File: src/sdram_macros.svh
`ifndef SDRAM_MACROS_SVH
`define SDRAM_MACROS_SVH

// idle cycles after ACT before the first WRITE
`define T_RCD 4'd3

// idle cycles after PRE before the next ACT
`define T_RP 4'd3

// idle cycles after AUTO REFRESH
`define T_RFC 4'd7

// write recovery, last data beat to PRE
`define T_CAS 4'd2

// cycles between two refresh requests
`define REFRESH_INTERVAL 8'd200

// write FIFO, depth must stay 2**FIFO_AW
`define FIFO_AW 4
`define FIFO_DEPTH 5'd16

`endif
File: src/sdram_pkg.sv
package sdram_pkg;

	// SDRAM command as issued by the write engine
	typedef enum logic [2:0] {
		NOP   = 3'd0,
		ACT   = 3'd1,
		WRITE = 3'd2,
		PRE   = 3'd3,
		AR    = 3'd4
	} sdram_cmd_e;

	// write engine FSM
	typedef enum logic [2:0] {
		// row closed, nothing to do
		IDLE         = 3'd0,
		// open the row
		ACTIVE       = 3'd1,
		// first WRITE after ACT
		WRITE_CMD    = 3'd2,
		// top beat, or close the row
		WRITE_TOP    = 3'd3,
		// bottom beat
		WRITE_BOTTOM = 3'd4,
		// row closed, waiting for the host
		FIFO_WAIT    = 3'd5,
		// row closed after refresh or disable
		RESTART      = 3'd6
	} write_state_e;

endpackage

File: src/sdram_bus_if.sv
`timescale 1ns/1ps

// command bus from the write engine to the pin stage
// one command per cycle, NOP when idle
interface sdram_bus_if;

	sdram_pkg::sdram_cmd_e cmd;
	logic [11:0]           addr;
	logic [1:0]            bank;
	logic [15:0]           dq;
	logic [1:0]            dqm;

	modport ctl (
		output cmd,
		output addr,
		output bank,
		output dq,
		output dqm
	);

	modport phy (
		input cmd,
		input addr,
		input bank,
		input dq,
		input dqm
	);

endinterface

File: src/sdram_write_top.sv
`timescale 1ns/1ps

module sdram_write_top (
	input  logic        clk,
	input  logic        rst,
	input  logic [35:0] host_wdata,
	input  logic        host_wr,
	output logic        host_full,
	input  logic        en,
	input  logic [21:0] write_address,
	output logic        finished,
	output logic        cs_n,
	output logic        ras_n,
	output logic        cas_n,
	output logic        we_n,
	output logic [11:0] sd_addr,
	output logic [1:0]  sd_bank,
	output logic [15:0] sd_dq,
	output logic [1:0]  sd_dqm
);

	logic [35:0] fifo_data;
	logic        fifo_empty;
	logic        fifo_rd;
	logic        auto_rfrsh;

	sdram_bus_if bus ();

	write_fifo i_fifo (
		.clk   (clk),
		.rst   (rst),
		.wdata (host_wdata),
		.wr    (host_wr),
		.full  (host_full),
		.rdata (fifo_data),
		.rd    (fifo_rd),
		.empty (fifo_empty)
	);

	refresh_timer i_timer (
		.clk        (clk),
		.rst        (rst),
		.auto_rfrsh (auto_rfrsh)
	);

	sdram_write i_write (
		.clk           (clk),
		.rst           (rst),
		.en            (en),
		.write_address (write_address),
		.finished      (finished),
		.auto_rfrsh    (auto_rfrsh),
		.fifo_data     (fifo_data),
		.fifo_empty    (fifo_empty),
		.fifo_rd       (fifo_rd),
		.bus           (bus.ctl)
	);

	sdram_pin_stage i_pins (
		.clk     (clk),
		.rst     (rst),
		.bus     (bus.phy),
		.cs_n    (cs_n),
		.ras_n   (ras_n),
		.cas_n   (cas_n),
		.we_n    (we_n),
		.sd_addr (sd_addr),
		.sd_bank (sd_bank),
		.sd_dq   (sd_dq),
		.sd_dqm  (sd_dqm)
	);

endmodule

File: src/sdram_pin_stage.sv
`timescale 1ns/1ps

module sdram_pin_stage (
	input  logic        clk,
	input  logic        rst,
	sdram_bus_if.phy    bus,
	output logic        cs_n,
	output logic        ras_n,
	output logic        cas_n,
	output logic        we_n,
	output logic [11:0] sd_addr,
	output logic [1:0]  sd_bank,
	output logic [15:0] sd_dq,
	output logic [1:0]  sd_dqm
);

	// JEDEC encoding as cs_n ras_n cas_n we_n
	always_ff @(posedge clk) begin
		if (rst) begin
			// deselected during reset
			{cs_n, ras_n, cas_n, we_n} <= 4'b1111;
		end else begin
			case (bus.cmd)
				sdram_pkg::NOP:   {cs_n, ras_n, cas_n, we_n} <= 4'b0111;
				sdram_pkg::ACT:   {cs_n, ras_n, cas_n, we_n} <= 4'b0011;
				sdram_pkg::WRITE: {cs_n, ras_n, cas_n, we_n} <= 4'b0100;
				sdram_pkg::PRE:   {cs_n, ras_n, cas_n, we_n} <= 4'b0010;
				sdram_pkg::AR:    {cs_n, ras_n, cas_n, we_n} <= 4'b0001;
				default:          {cs_n, ras_n, cas_n, we_n} <= 4'b1111;
			endcase
		end
	end

	// address and data follow the command by the same single stage
	always_ff @(posedge clk) begin
		sd_addr <= bus.addr;
		sd_bank <= bus.bank;
		sd_dq   <= bus.dq;
		sd_dqm  <= bus.dqm;
	end

endmodule

File: src/sdram_write.sv
`timescale 1ns/1ps
`include "sdram_macros.svh"

module sdram_write (
	input  logic        clk,
	input  logic        rst,
	input  logic        en,
	input  logic [21:0] write_address,
	output logic        finished,
	input  logic        auto_rfrsh,
	input  logic [35:0] fifo_data,
	input  logic        fifo_empty,
	output logic        fifo_rd,
	sdram_bus_if.ctl    bus
);

	sdram_pkg::write_state_e state;

	// NOP cycles still owed to the SDRAM
	logic [3:0]  delay;
	// refresh request held until AR goes out
	logic        rfsh_pend;
	// write recovery already served, PRE is next
	logic        closing;
	// column counter ran past the end of the row
	logic        row_end;

	logic [1:0]  cur_bank;
	logic [11:0] cur_row;
	logic [7:0]  cur_col;
	logic [8:0]  col_step;
	logic        can_continue;
	logic        start_write;

	// two beats per word, so the column moves by two
	assign col_step = {1'b0, cur_col} + 9'd2;

	assign can_continue = en && !fifo_empty && !rfsh_pend && !row_end;

	// the first write of a row is always taken, a word is known to be there
	assign start_write = (state == sdram_pkg::WRITE_CMD) ||
		((state == sdram_pkg::WRITE_TOP) && can_continue && !closing);

	always_ff @(posedge clk) begin
		if (rst) begin
			state     <= sdram_pkg::IDLE;
			delay     <= 4'd0;
			rfsh_pend <= 1'b0;
			closing   <= 1'b0;
			row_end   <= 1'b0;
			fifo_rd   <= 1'b0;
			finished  <= 1'b0;
			bus.cmd   <= sdram_pkg::NOP;
			bus.dqm   <= 2'b11;
		end else begin
			fifo_rd  <= 1'b0;
			finished <= 1'b0;
			bus.cmd  <= sdram_pkg::NOP;
			bus.dqm  <= 2'b11;

			if (delay != 4'd0) begin
				delay <= delay - 4'd1;
			end else begin
				case (state)
					sdram_pkg::IDLE,
					sdram_pkg::FIFO_WAIT,
					sdram_pkg::RESTART: begin
						// row is closed here, so refresh goes first
						if (rfsh_pend) begin
							bus.cmd   <= sdram_pkg::AR;
							rfsh_pend <= 1'b0;
							delay     <= `T_RFC;
						end else if (state == sdram_pkg::IDLE) begin
							if (en && !fifo_empty) begin
								cur_bank <= write_address[21:20];
								cur_row  <= write_address[19:8];
								cur_col  <= write_address[7:0];
								state    <= sdram_pkg::ACTIVE;
							end
						end else if (!en) begin
							state    <= sdram_pkg::IDLE;
							finished <= 1'b1;
						end else if (fifo_empty) begin
							state <= sdram_pkg::FIFO_WAIT;
						end else begin
							state <= sdram_pkg::ACTIVE;
						end
					end
					sdram_pkg::ACTIVE: begin
						bus.cmd  <= sdram_pkg::ACT;
						bus.addr <= cur_row;
						bus.bank <= cur_bank;
						row_end  <= 1'b0;
						delay    <= `T_RCD;
						state    <= sdram_pkg::WRITE_CMD;
					end
					sdram_pkg::WRITE_CMD,
					sdram_pkg::WRITE_TOP: begin
						if (start_write) begin
							// top beat goes out with the command
							bus.cmd  <= sdram_pkg::WRITE;
							bus.addr <= {4'h0, cur_col};
							bus.bank <= cur_bank;
							bus.dq   <= fifo_data[31:16];
							bus.dqm  <= fifo_data[35:34];
							fifo_rd  <= 1'b1;
							closing  <= 1'b0;
							cur_col  <= col_step[7:0];
							if (col_step[8]) begin
								row_end <= 1'b1;
								cur_row <= cur_row + 12'd1;
							end
							state <= sdram_pkg::WRITE_BOTTOM;
						end else if (!closing) begin
							closing <= 1'b1;
							delay   <= `T_CAS;
						end else begin
							// A10 high closes all banks
							bus.cmd  <= sdram_pkg::PRE;
							bus.addr <= 12'h400;
							closing  <= 1'b0;
							delay    <= `T_RP;
							if (row_end && en && !fifo_empty && !rfsh_pend) begin
								state <= sdram_pkg::ACTIVE;
							end else begin
								state <= sdram_pkg::RESTART;
							end
						end
					end
					sdram_pkg::WRITE_BOTTOM: begin
						// pop lands at the end of this cycle, head is still valid
						bus.dq  <= fifo_data[15:0];
						bus.dqm <= fifo_data[33:32];
						state   <= sdram_pkg::WRITE_TOP;
					end
					default: begin
						state <= sdram_pkg::IDLE;
					end
				endcase
			end

			// pulse is one cycle wide, only ours while enabled
			if (auto_rfrsh && en) begin
				rfsh_pend <= 1'b1;
			end
		end
	end

endmodule

File: src/refresh_timer.sv
`timescale 1ns/1ps
`include "sdram_macros.svh"

module refresh_timer (
	input  logic clk,
	input  logic rst,
	output logic auto_rfrsh
);

	logic [7:0] count;
	logic       expired;

	assign expired = (count == 8'd0);

	// free running, independent of traffic
	always_ff @(posedge clk) begin
		if (rst) begin
			count      <= `REFRESH_INTERVAL - 8'd1;
			auto_rfrsh <= 1'b0;
		end else begin
			// one cycle request, then reload
			auto_rfrsh <= expired;
			if (expired) begin
				count <= `REFRESH_INTERVAL - 8'd1;
			end else begin
				count <= count - 8'd1;
			end
		end
	end

endmodule

File: src/write_fifo.sv
`timescale 1ns/1ps
`include "sdram_macros.svh"

module write_fifo (
	input  logic        clk,
	input  logic        rst,
	input  logic [35:0] wdata,
	input  logic        wr,
	output logic        full,
	output logic [35:0] rdata,
	input  logic        rd,
	output logic        empty
);

	logic [35:0]          mem [`FIFO_DEPTH];
	logic [`FIFO_AW-1:0]  wr_ptr;
	logic [`FIFO_AW-1:0]  rd_ptr;
	logic [`FIFO_AW:0]    count;
	logic                 wr_ok;
	logic                 rd_ok;

	// requests that would overflow or underflow are dropped
	assign wr_ok = wr && !full;
	assign rd_ok = rd && !empty;

	assign full  = (count == `FIFO_DEPTH);
	assign empty = (count == '0);

	// head word visible while not empty
	assign rdata = mem[rd_ptr];

	always_ff @(posedge clk) begin
		if (wr_ok) begin
			mem[wr_ptr] <= wdata;
		end
	end

	// pointers wrap on their own since the depth is a power of two
	always_ff @(posedge clk) begin
		if (rst) begin
			wr_ptr <= '0;
			rd_ptr <= '0;
			count  <= '0;
		end else begin
			if (wr_ok) begin
				wr_ptr <= wr_ptr + 1'b1;
			end
			if (rd_ok) begin
				rd_ptr <= rd_ptr + 1'b1;
			end
			case ({wr_ok, rd_ok})
				2'b10: count <= count + 1'b1;
				2'b01: count <= count - 1'b1;
				default: count <= count;
			endcase
		end
	end

endmodule

File: config.mk
export PLATFORM = sky130hd
export DESIGN_NAME = sdram_write_top
export DESIGN_NICKNAME = d
export VERILOG_FILES = /design/src/sdram_pkg.sv /design/src/sdram_bus_if.sv /design/src/sdram_write_top.sv /design/src/sdram_pin_stage.sv /design/src/sdram_write.sv /design/src/refresh_timer.sv /design/src/write_fifo.sv
export VERILOG_INCLUDE_DIRS = /design/src /design/src/src
export SDC_FILE = /design/constraint.sdc
export NUM_CORES = 1
export LEC_CHECK = 0
export ABC_AREA = 0
export BUFFER_PORTS_ARGS = -buffer_cell sky130_fd_sc_hd__buf_4
export CORE_MARGIN = 5
export CORE_UTILIZATION = 66
export CTS_CLUSTER_DIAMETER = 150
export DETAILED_ROUTE_END_ITERATION = 6
export HOLD_SLACK_MARGIN = 0.1
export PLACE_DENSITY = 0.91
export SYNTH_ARGS = -nofsm -noshare
export SYNTH_HDL_FRONTEND = slang
export SYNTH_SLANG_ARGS = --single-unit
export TNS_END_PERCENT = 10
File: constraint.sdc
create_clock -name clk -period 7.91 [get_ports clk]
set_input_delay 0.791 -clock clk [delete_from_list [all_inputs] [get_ports clk]]
set_output_delay 0.791 -clock clk [all_outputs]
set_load 0.01 [all_outputs]
# After elaboration in Yosys (flattened, before gate mapping)
# Memories as Yosys holds them, arrays and structs flattened. A register that Yosys moved wholly into a read port is not among the register bits.
# Cells that the tools add are included.
# totals
reg_bits	127
mem_bits_rw	576
word_cells	171
memories	1
# classes
addsub	8
eq_ne	23
mux	57
bitwise	5
n_reduce_logical	49
# memory_table
memory	words	width	rd	rd_clocked_by_memory_dff	write_ports	line_no	rtl
i_fifo.mem	16	36	1	1	1	write_fifo.sv:15	logic [35:0] mem [`FIFO_DEPTH];
# op_table
operator	n
2-to-1 mux 12 bit	7
case mux 12 bit (2 select lines)	2
2-to-1 mux 8 bit	4
case mux 16 bit (2 select lines)	1
2-to-1 mux 3 bit	10
2-to-1 mux 4 bit	5
AND reduction 4 bit	5
2-to-1 mux 1 bit	16
2-to-1 mux 16 bit	1
case mux 8 bit (2 select lines)	1
adder 12 x 1 -> 12 bit, second input constant	1
equality test 3 x 2 -> 1 bit, second input constant	4
equality test 3 bit, second input constant	4
case mux 3 bit (4 select lines)	1
case mux 4 bit (3 select lines)	1
logical AND 1 bit	11
case mux 5 bit (2 select lines)	1
nonzero test 2 bit	5
OR reduction 2 bit	5
OR reduction 5 bit	2
adder 8 x 2 -> 9 bit, second input constant	1
case mux 3 bit (3 select lines)	1
OR reduction 3 bit	3
adder 4 x 1 -> 4 bit, second input constant	2
other kinds (27)	48

# Longest topological paths before layout
# Gate-level depths: netlist of run 1.
# depth
word_depth	11
ltp_mapped	10

# Hierarchy
# Synthesis of run 1 repeated with hierarchy kept, for this count alone.
# unflattened
cells_unflattened	1325
area_unflattened_um2	27151.0
# modules_own_cells
module	n_inst	cells_each	area_per_inst_um2	seq_area_each_um2
write_fifo	1	915	22547.9	17636.9
sdram_write	1	322	3430.8	1901.8
sdram_pin_stage	1	44	775.7	720.7
refresh_timer	1	44	396.6	180.2

# Worst setup path before layout of run 1
# Ideal clock, no wire load.
# synth_path
path_type	input to register
start	in host_wr
end	mem i_fifo.mem[3][0], enable pin
setup_time_ns	0.474
arrival_ns	3.945
required_time_ns	7.436
slack_ns	3.491
path_stages	3
cell_sequence	a21boi_1 nand2_1 nor3_1
# synth_via
elab_chain_cells	3
# synth_rtl
item	line_no	rtl
start, declared	sdram_write_top.sv:7	input logic host_wr,
logical AND 1 bit	write_fifo.sv:23	assign wr_ok = wr && !full;
2-to-1 mux 1 bit	write_fifo.sv:33	if (wr_ok) begin
2-to-1 mux 1 bit (not written as such)	write_fifo.sv:34	mem[wr_ptr] <= wdata;
end, declared	write_fifo.sv:15	
# No other way between the ends.

==> qor.yml, run 1 <==
status: "finished with violations"
violations: "DRC"
whs_path_depth: 0
irDropWorstVdd_mv: 0.314
clockRootBuffer: "clkbuf_16"
num_io_pins: 100
core_sq_um: 40600
grt_max_degree: 81
total_leakage_power_uw: 0.00986
syn_area_per_cell_sq_um: 20.4
cts_setup_buffers: 0
critPathArrivalTime_ns: 3.95
rr_worst_depth: 4
clock_latency_ns: 0.60
skew_ns: 0.0166
dr.pass1.iters: 7
h-tree-depth: 3
cts.sinks: 707
tightestPinTransition_ns: 1.18
hold_class: "flip-flop to flip-flop"
syn_area_sq_um: 27000
gp_congestion: 0.815
grt_usage: 0.295
cts_buffers: 69
start_util: 0.664
relSlewSlack: 0.214
rsz0062_at_grt: "false"
routed_wirelength_um: 64200
drtIter0Drc: 1775
synth_top_cell_by_area: "edfxtp_1"
dpl_cell_area_sq_um: 28400
place_inst: 1911
fin_cells: 2034
cts_resized: 0
fillCellCount: 1922
finalCritPeriodShare: 0.456
wl_per_cell_um: 31.6
critical_path_class: "flip-flop to flip-flop"
clk_pin_slew_ns: 0.07
antenna_found_initial: 0
rr_endpoint: "i_write.bus.dq[9]"
cp_common_cell: "mux4_2"
finalWorstPathRequiredPeriod_ns: 3.61
ys_async_sr_fraction: 0
layout_commonest_cell: "edfxtp_1"
die_area_sq_um: 45000
yosys_register_bits: 707
regToRegSetupSlack_ns: 4.30
hold_buffers: 0
post_drt_via_cell_ratio: 6.74
finalHoldViolCount: 0
seq_area_frac_synth: 0.757
timing.hold.ws_ns: 0.331
max_freq_ghz: 0.277
netlist_top_cells_area: "edfxtp_1 (70%), mux4_2 (14%), dfxtp_1 (5.9%)"
finalNetCount: 1527
power_density_nw_per_um2: 264
die_x_um: 212
cts_tree: "yes"
holdPathEnd: "i_pins.sd_dqm[0]"
gr-total-overflow: 0
core.rowCount: 74
drv_slew: 0
finalSetupViolCount: 0
finalSetupTns_ns: 0
drc_errors: 1
yosys_warnings: 0
grt_pass1_vias: 14500
synth_cells: 1321
grt_pass1_wl_um: 95500
yosys.area.top_type_share: 0.699
crit_slowest_cell: "buf_4"
holdCritStartpoint: "i_write.bus.dqm[0]"
die_y_um: 212
cpPeakStageDelay_ns: 0.97
maxCapViolations: 0
postRouteAntennaNets: 0
synth_edf_count: 628
syn_to_final_growth_pct: 13.9
num_antenna_cells: 0
critical_path_required_ns: 8.25
layout_common_cells: "edfxtp_1 (628), mux4_2 (168), buf_4 (124)"
vias: 13700
synth.distinct_cells: 58
portBuffers: 99
cp-end-kind: "flip-flop"
synth_ff_type: "edfxtp_1"
dpl.hpwl_um: 31200
fin_area_sq_um: 30700
drive_above_1_share: 0.296
clock_path_buffers: 3
crit_fanout: 80
cp-start-kind: "flip-flop"
synth_nets: 1398
crit_chain: "buf_4 -> mux4_2 -> mux4_2 -> mux2_2"
-- final cells by class --
| class | instances | area (sq um) | share of cell area |
|---|---|---|---|
| sequential | 707 | 20400 | 0.665 |
| timing repair buffer | 124 | 931 | 0.0303 |
| tap | 532 | 666 | 0.0217 |
| inverter | 12 | 45.0 | 0.00147 |
| clock inverter | 37 | 425 | 0.0138 |
| multi-input combinational | 536 | 6310 | 0.205 |
| clock buffer | 86 | 1910 | 0.0622 |
-- registers in the layout (all words and copies together), names as in the netlist, 3 cells and up, named ones only --
| register | cells |
|---|---|
| i_write.cur_row | 12 |
| i_pins.sd_dq | 16 |
| i_pins.sd_addr | 12 |
| i_write.bus.addr | 12 |
| i_write.bus.dq | 16 |
| i_write.delay | 4 |
| i_write.bus.cmd | 3 |
| i_fifo.wr_ptr | 4 |
| i_fifo.mem | 576 |
| i_write.cur_col | 8 |
| i_fifo.count | 5 |
| i_write.state | 3 |
| i_fifo.rd_ptr | 4 |
| i_timer.count | 8 |
-- critical path, delay by kind of cell, from the launching register on --
| kind | cells | cell delay (ns) |
|---|---|---|
| buffers and inverters | 1 | 0.97 |
| DFF | 1 | 0.96 |
| muxes | 3 | 1.24 |
-- synthesized netlist by cell type, types with 5 or more instances --
master    instances
and3_1            7
nand2_1          61
nor2_1           47
mux2i_1          23
edfxtp_1        628
xor2_1           16
nand2b_1          9
buf_1             5
buf_6             7
a22o_1            8
nor2b_1          10
o21ai_0          27
nand3_1          14
xnor2_1          16
nor4_1            5
nor3_1           15
clkbuf_1         38
mux4_2          168
buf_2            15
and2_1            6
mux2_2           17
a21oi_1          15
ha_1             14
dfxtp_1          79
inv_1            12
-- how the worst max path moves through the flow --
stage / start / end / slack [ns] / cells after the start
2_1_floorplan: host_wr / i_fifo.mem[3][0] / 3.49 / 3
3_3_place_gp: flip-flop / i_write.bus.dq[14] / 4.47 / 4
3_5_place_dp: flip-flop / i_write.bus.dq[9] / 4.37 / 4
4_1_cts: flip-flop / i_write.bus.dq[5] / 4.31 / 4
5_1_grt: flip-flop / i_write.bus.dq[10] / 4.12 / 4
6_report: flip-flop / i_write.bus.dq[9] / 4.30 / 4
-- per-layer routing --
metal	GRT usage	up-vias	wire length, um
li1	-	5610	-
met1	0.370	6984	21400
met2	0.511	929	34000
met3	0.0608	180	5960
met4	0.118	0	2870
met5	0	-	0
-- logic make-up (layout without fill, tap and decap cells) --
| family | count (synthesis) | in the layout | share of synthesized area |
|---|---|---|---|
| buffers and inverters | 78 | 259 | 0.0136 |
| DFF | 707 | 707 | 0.757 |
| adders and majority gates | 15 | 15 | 0.00723 |
| muxes | 208 | 208 | 0.156 |
| and+or+nand+nor | 196 | 196 | 0.0352 |
| xor gates and xnor gates | 32 | 32 | 0.0104 |
| AOI/OAI and AO/OA | 85 | 85 | 0.0204 |
-- per-stage QoR --
stage	power, uW	worst slack [ns]	utilization
after floorplan	4580	3.49	-
after global placement	4730	4.47	0.699
final	8120	4.30	0.756
after CTS	8150	4.31	0.756
after detailed placement	4770	4.37	0.699
after global routing	8380	4.12	0.756
-- power by group --
part | internal, uW | switching, uW | total (uW)
registers | 4170 | 66.1 | 4240
clock network | 1990 | 1420 | 3410
logic | 183 | 283 | 466
No activity file was read; power rests on OpenSTA's default activity.
==> inputs of run 2 (changes only) <==
--- a/config.mk
+++ b/config.mk
@@ -9,11 +9,11 @@
 export ABC_AREA = 0
 export BUFFER_PORTS_ARGS = -buffer_cell sky130_fd_sc_hd__buf_4
 export CORE_MARGIN = 5
-export CORE_UTILIZATION = 66
+export CORE_UTILIZATION = 61
 export CTS_CLUSTER_DIAMETER = 150
 export DETAILED_ROUTE_END_ITERATION = 6
 export HOLD_SLACK_MARGIN = 0.1
-export PLACE_DENSITY = 0.91
+export PLACE_DENSITY = 0.86
 export SYNTH_ARGS = -nofsm -noshare
 export SYNTH_HDL_FRONTEND = slang
 export SYNTH_SLANG_ARGS = --single-unit
==> constraint.sdc (replaced) <==
create_clock -name clk -period 3.37 [get_ports clk]
set_input_delay 0.337 -clock clk [delete_from_list [all_inputs] [get_ports clk]]
set_output_delay 0.337 -clock clk [all_outputs]
set_load 0.01 [all_outputs]
==> run 2 against run 1 <==
- the flow now finishes without violations
- register-to-register slack got worse by 4.0 ns
- via count increased by 2.0%
- clock skew increased by 0.0081 ns
- count of clock-buffer cells in the layout increased by 7
- worst setup slack got worse by 4.0 ns
- total power increased by 130%
- non-clock buffer count increased by 85
- global-route usage decreased by 3.0 points
- clock power increased by 120%
- sequential share of layout area decreased by 1.8 points
- first-iteration DRC count decreased by 5.7%
- cell count increased by 7.3%
- critical endpoint is now i_fifo.count[4]
- largest power group unchanged
==> qor.yml, run 2 (synthesized netlist as in run 1, its figures left out) <==
syn_to_final_growth_pct: 17.1
relSlewSlack: 0.449  # +0.234
fin_area_sq_um: 31600  # +2.8%
finalNetCount: 1612  # +5.6%
critPathBufInv: 1  # unchanged
skew_ns: 0.0247  # +0.00807 ns
cts_setup_buffers: 0  # unchanged
grt_usage: 0.265  # -0.0298
dpl_cell_area_sq_um: 28800  # +1.4%
cts_resized: 0  # unchanged
layout_commonest_cell: "edfxtp_1"
core.rowCount: 77  # +4.1%
drv_slew: 0  # unchanged
grt_pass1_vias: 14800  # +1.8%
critical_path_class: "flip-flop to flip-flop"
core_sq_um: 44000  # +8.3%
total_leakage_power_uw: 0.0102  # +3.4%
hold_class: "input pin to flip-flop"
start_util: 0.613  # -0.0510
cp_common_cell: "a21oi_1"
wl_per_cell_um: 28.8  # -8.7%
tightestPinTransition_ns: 0.827  # -0.352 ns
cp-start-kind: "flip-flop"
path_delay_family: "compound AO/OA/AOI/OAI gates"
fin_util: 0.718  # -0.0387
finalHoldViolCount: 0  # unchanged
cts_tree: "yes"
drc_errors: 0  # -1
routed_wirelength_um: 62900  # -2.0%
finalWorstPathRequiredPeriod_ns: 3.05  # -0.563 ns
num_antenna_cells: 0  # unchanged
dpl.hpwl_um: 31600  # +1.3%
vias: 14000  # +2.0%
grt_max_degree: 52  # -36%
timing.hold.ws_ns: 0.148  # -0.183 ns
cts.sinks: 707  # unchanged
crit_slowest_cell: "a21boi_1"
largest_register: "i_fifo.mem"
drtIter0Drc: 1673  # -5.7%
status: "complete, no violations"
critical_path_required_ns: 3.91  # -4.34 ns
die_x_um: 220  # +3.8%
rsz0062_at_grt: "false"
portBuffers: 99  # unchanged
drive_above_1_share: 0.285  # -0.0109
critPathArrivalTime_ns: 3.58  # -0.37 ns
cpPeakStageDelay_ns: 0.63  # -0.34 ns
maxCapViolations: 0  # unchanged
cp-end-kind: "flip-flop"
crit_chain: "nor4_1 -> a21boi_1 -> inv_1 -> ha_1 -> fa_1 -> a21o_1 -> a21oi_1 -> xor2_1 -> or3_1 -> a21oi_1"
largest_reg_flops: 576  # unchanged
finalCritPeriodShare: 0.904  # +0.448
clockRootBuffer: "clkbuf_16"
dr.pass1.iters: 5  # -2
p_total_uw: 18700  # +130%
die_area_sq_um: 48500  # +7.8%
grt_pass1_wl_um: 93500  # -2.0%
postRouteAntennaNets: 0  # unchanged
num_io_pins: 100  # unchanged
die_y_um: 220  # +3.8%
clock_latency_ns: 0.60  # about the same
gr-total-overflow: 0  # unchanged
gp_congestion: 0.810  # -0.66%
post_drt_via_cell_ratio: 6.40  # -4.9%
cts_buffers: 69  # unchanged
clock_path_buffers: 3  # unchanged
largestRegisters: "i_fifo.mem: 576 flops, i_pins.sd_dq: 16 flops, i_write.bus.dq: 16 flops"
max_freq_ghz: 0.328  # +18%
irDropWorstVdd_mv: 0.495  # +58%
finalSetupViolCount: 0  # unchanged
layout_common_cells: "edfxtp_1 (628), mux4_2 (168), buf_4 (141)"
h-tree-depth: 3  # unchanged
antenna_found_initial: 0  # unchanged
power_density_nw_per_um2: 593  # +120%
clk_pin_slew_ns: 0.06  # about the same
crit_fanout: 9  # -89%
[run 2: changes by cell type in the layout (fill, tap and decap cells not counted), sizes merged]
cell / before / now
buf: 124 / 150
bufinv: 8 / 5
clkbuf: 86 / 93
clkinv: 21 / 25
clkinvlp: 5 / 1
dlygate4sd3: 0 / 59
[run 2: what timing repair did]
action,CTS,global route
endpoints found under the setup margin,0,0
hold buffers,59,0
endpoints found under the hold margin,600,0
[run 2: layer usage]
metal  global-route usage  up-vias  share of wire
met3               0.0534      143          0.090
met1                0.342     7185           0.36
met5                    0        -              0
met2                0.459      864           0.52
li1                     -     5788              -
met4               0.0872        0          0.030
[run 2: per-stage QoR]
| stage | std cells | worst slack [ns] | TNS (ns) |
|---|---|---|---|
| after floorplan | 1321 | -0.707 | -76.24 |
| after global placement | 1997 | 0.410 | 0 |
| after detailed placement | 1997 | 0.344 | 0 |
| after CTS | 2183 | 0.315 | 0 |
| after global routing | 2183 | 0.0832 | 0 |
| final | 2183 | 0.324 | 0 |
[run 2: worst register-to-register path, stage by stage, from the launching register on]
cell,delay [ns]
dfxtp_1,0.43
nor4_1,0.13
a21boi_1,0.63
inv_1,0.10
ha_1,0.31
fa_1,0.48
a21o_1,0.19
a21oi_1,0.18
xor2_1,0.10
or3_1,0.31
a21oi_1,0.13
[run 2: layout make-up]
type                       count  area (sq um)
clock buffer                  93          1900
clock inverter                34           310
fill                        2434         12400
inverter                      12          45.0
multi-input combinational    536          6320
sequential                   707         20400
tap                          592           741
timing repair buffer         209          1830
[run 2: report_power, final]
group          switching, uW  internal [uW]
registers                142           9800
clock network           3220           4370
logic                    697            498
total                   4060          14700
[run 2: final timing paths]
path	from	endpoint	slack, ns	cells past startpoint
max	i_fifo.count[0]	i_fifo.count[4]	0.32	10
max reg2reg	i_fifo.count[0]	i_fifo.count[4]	0.32	10
min reg2reg	i_write.bus.addr[8]	i_pins.sd_addr[8]	0.34	0
min	rst	i_write.rfsh_pend	0.15	2
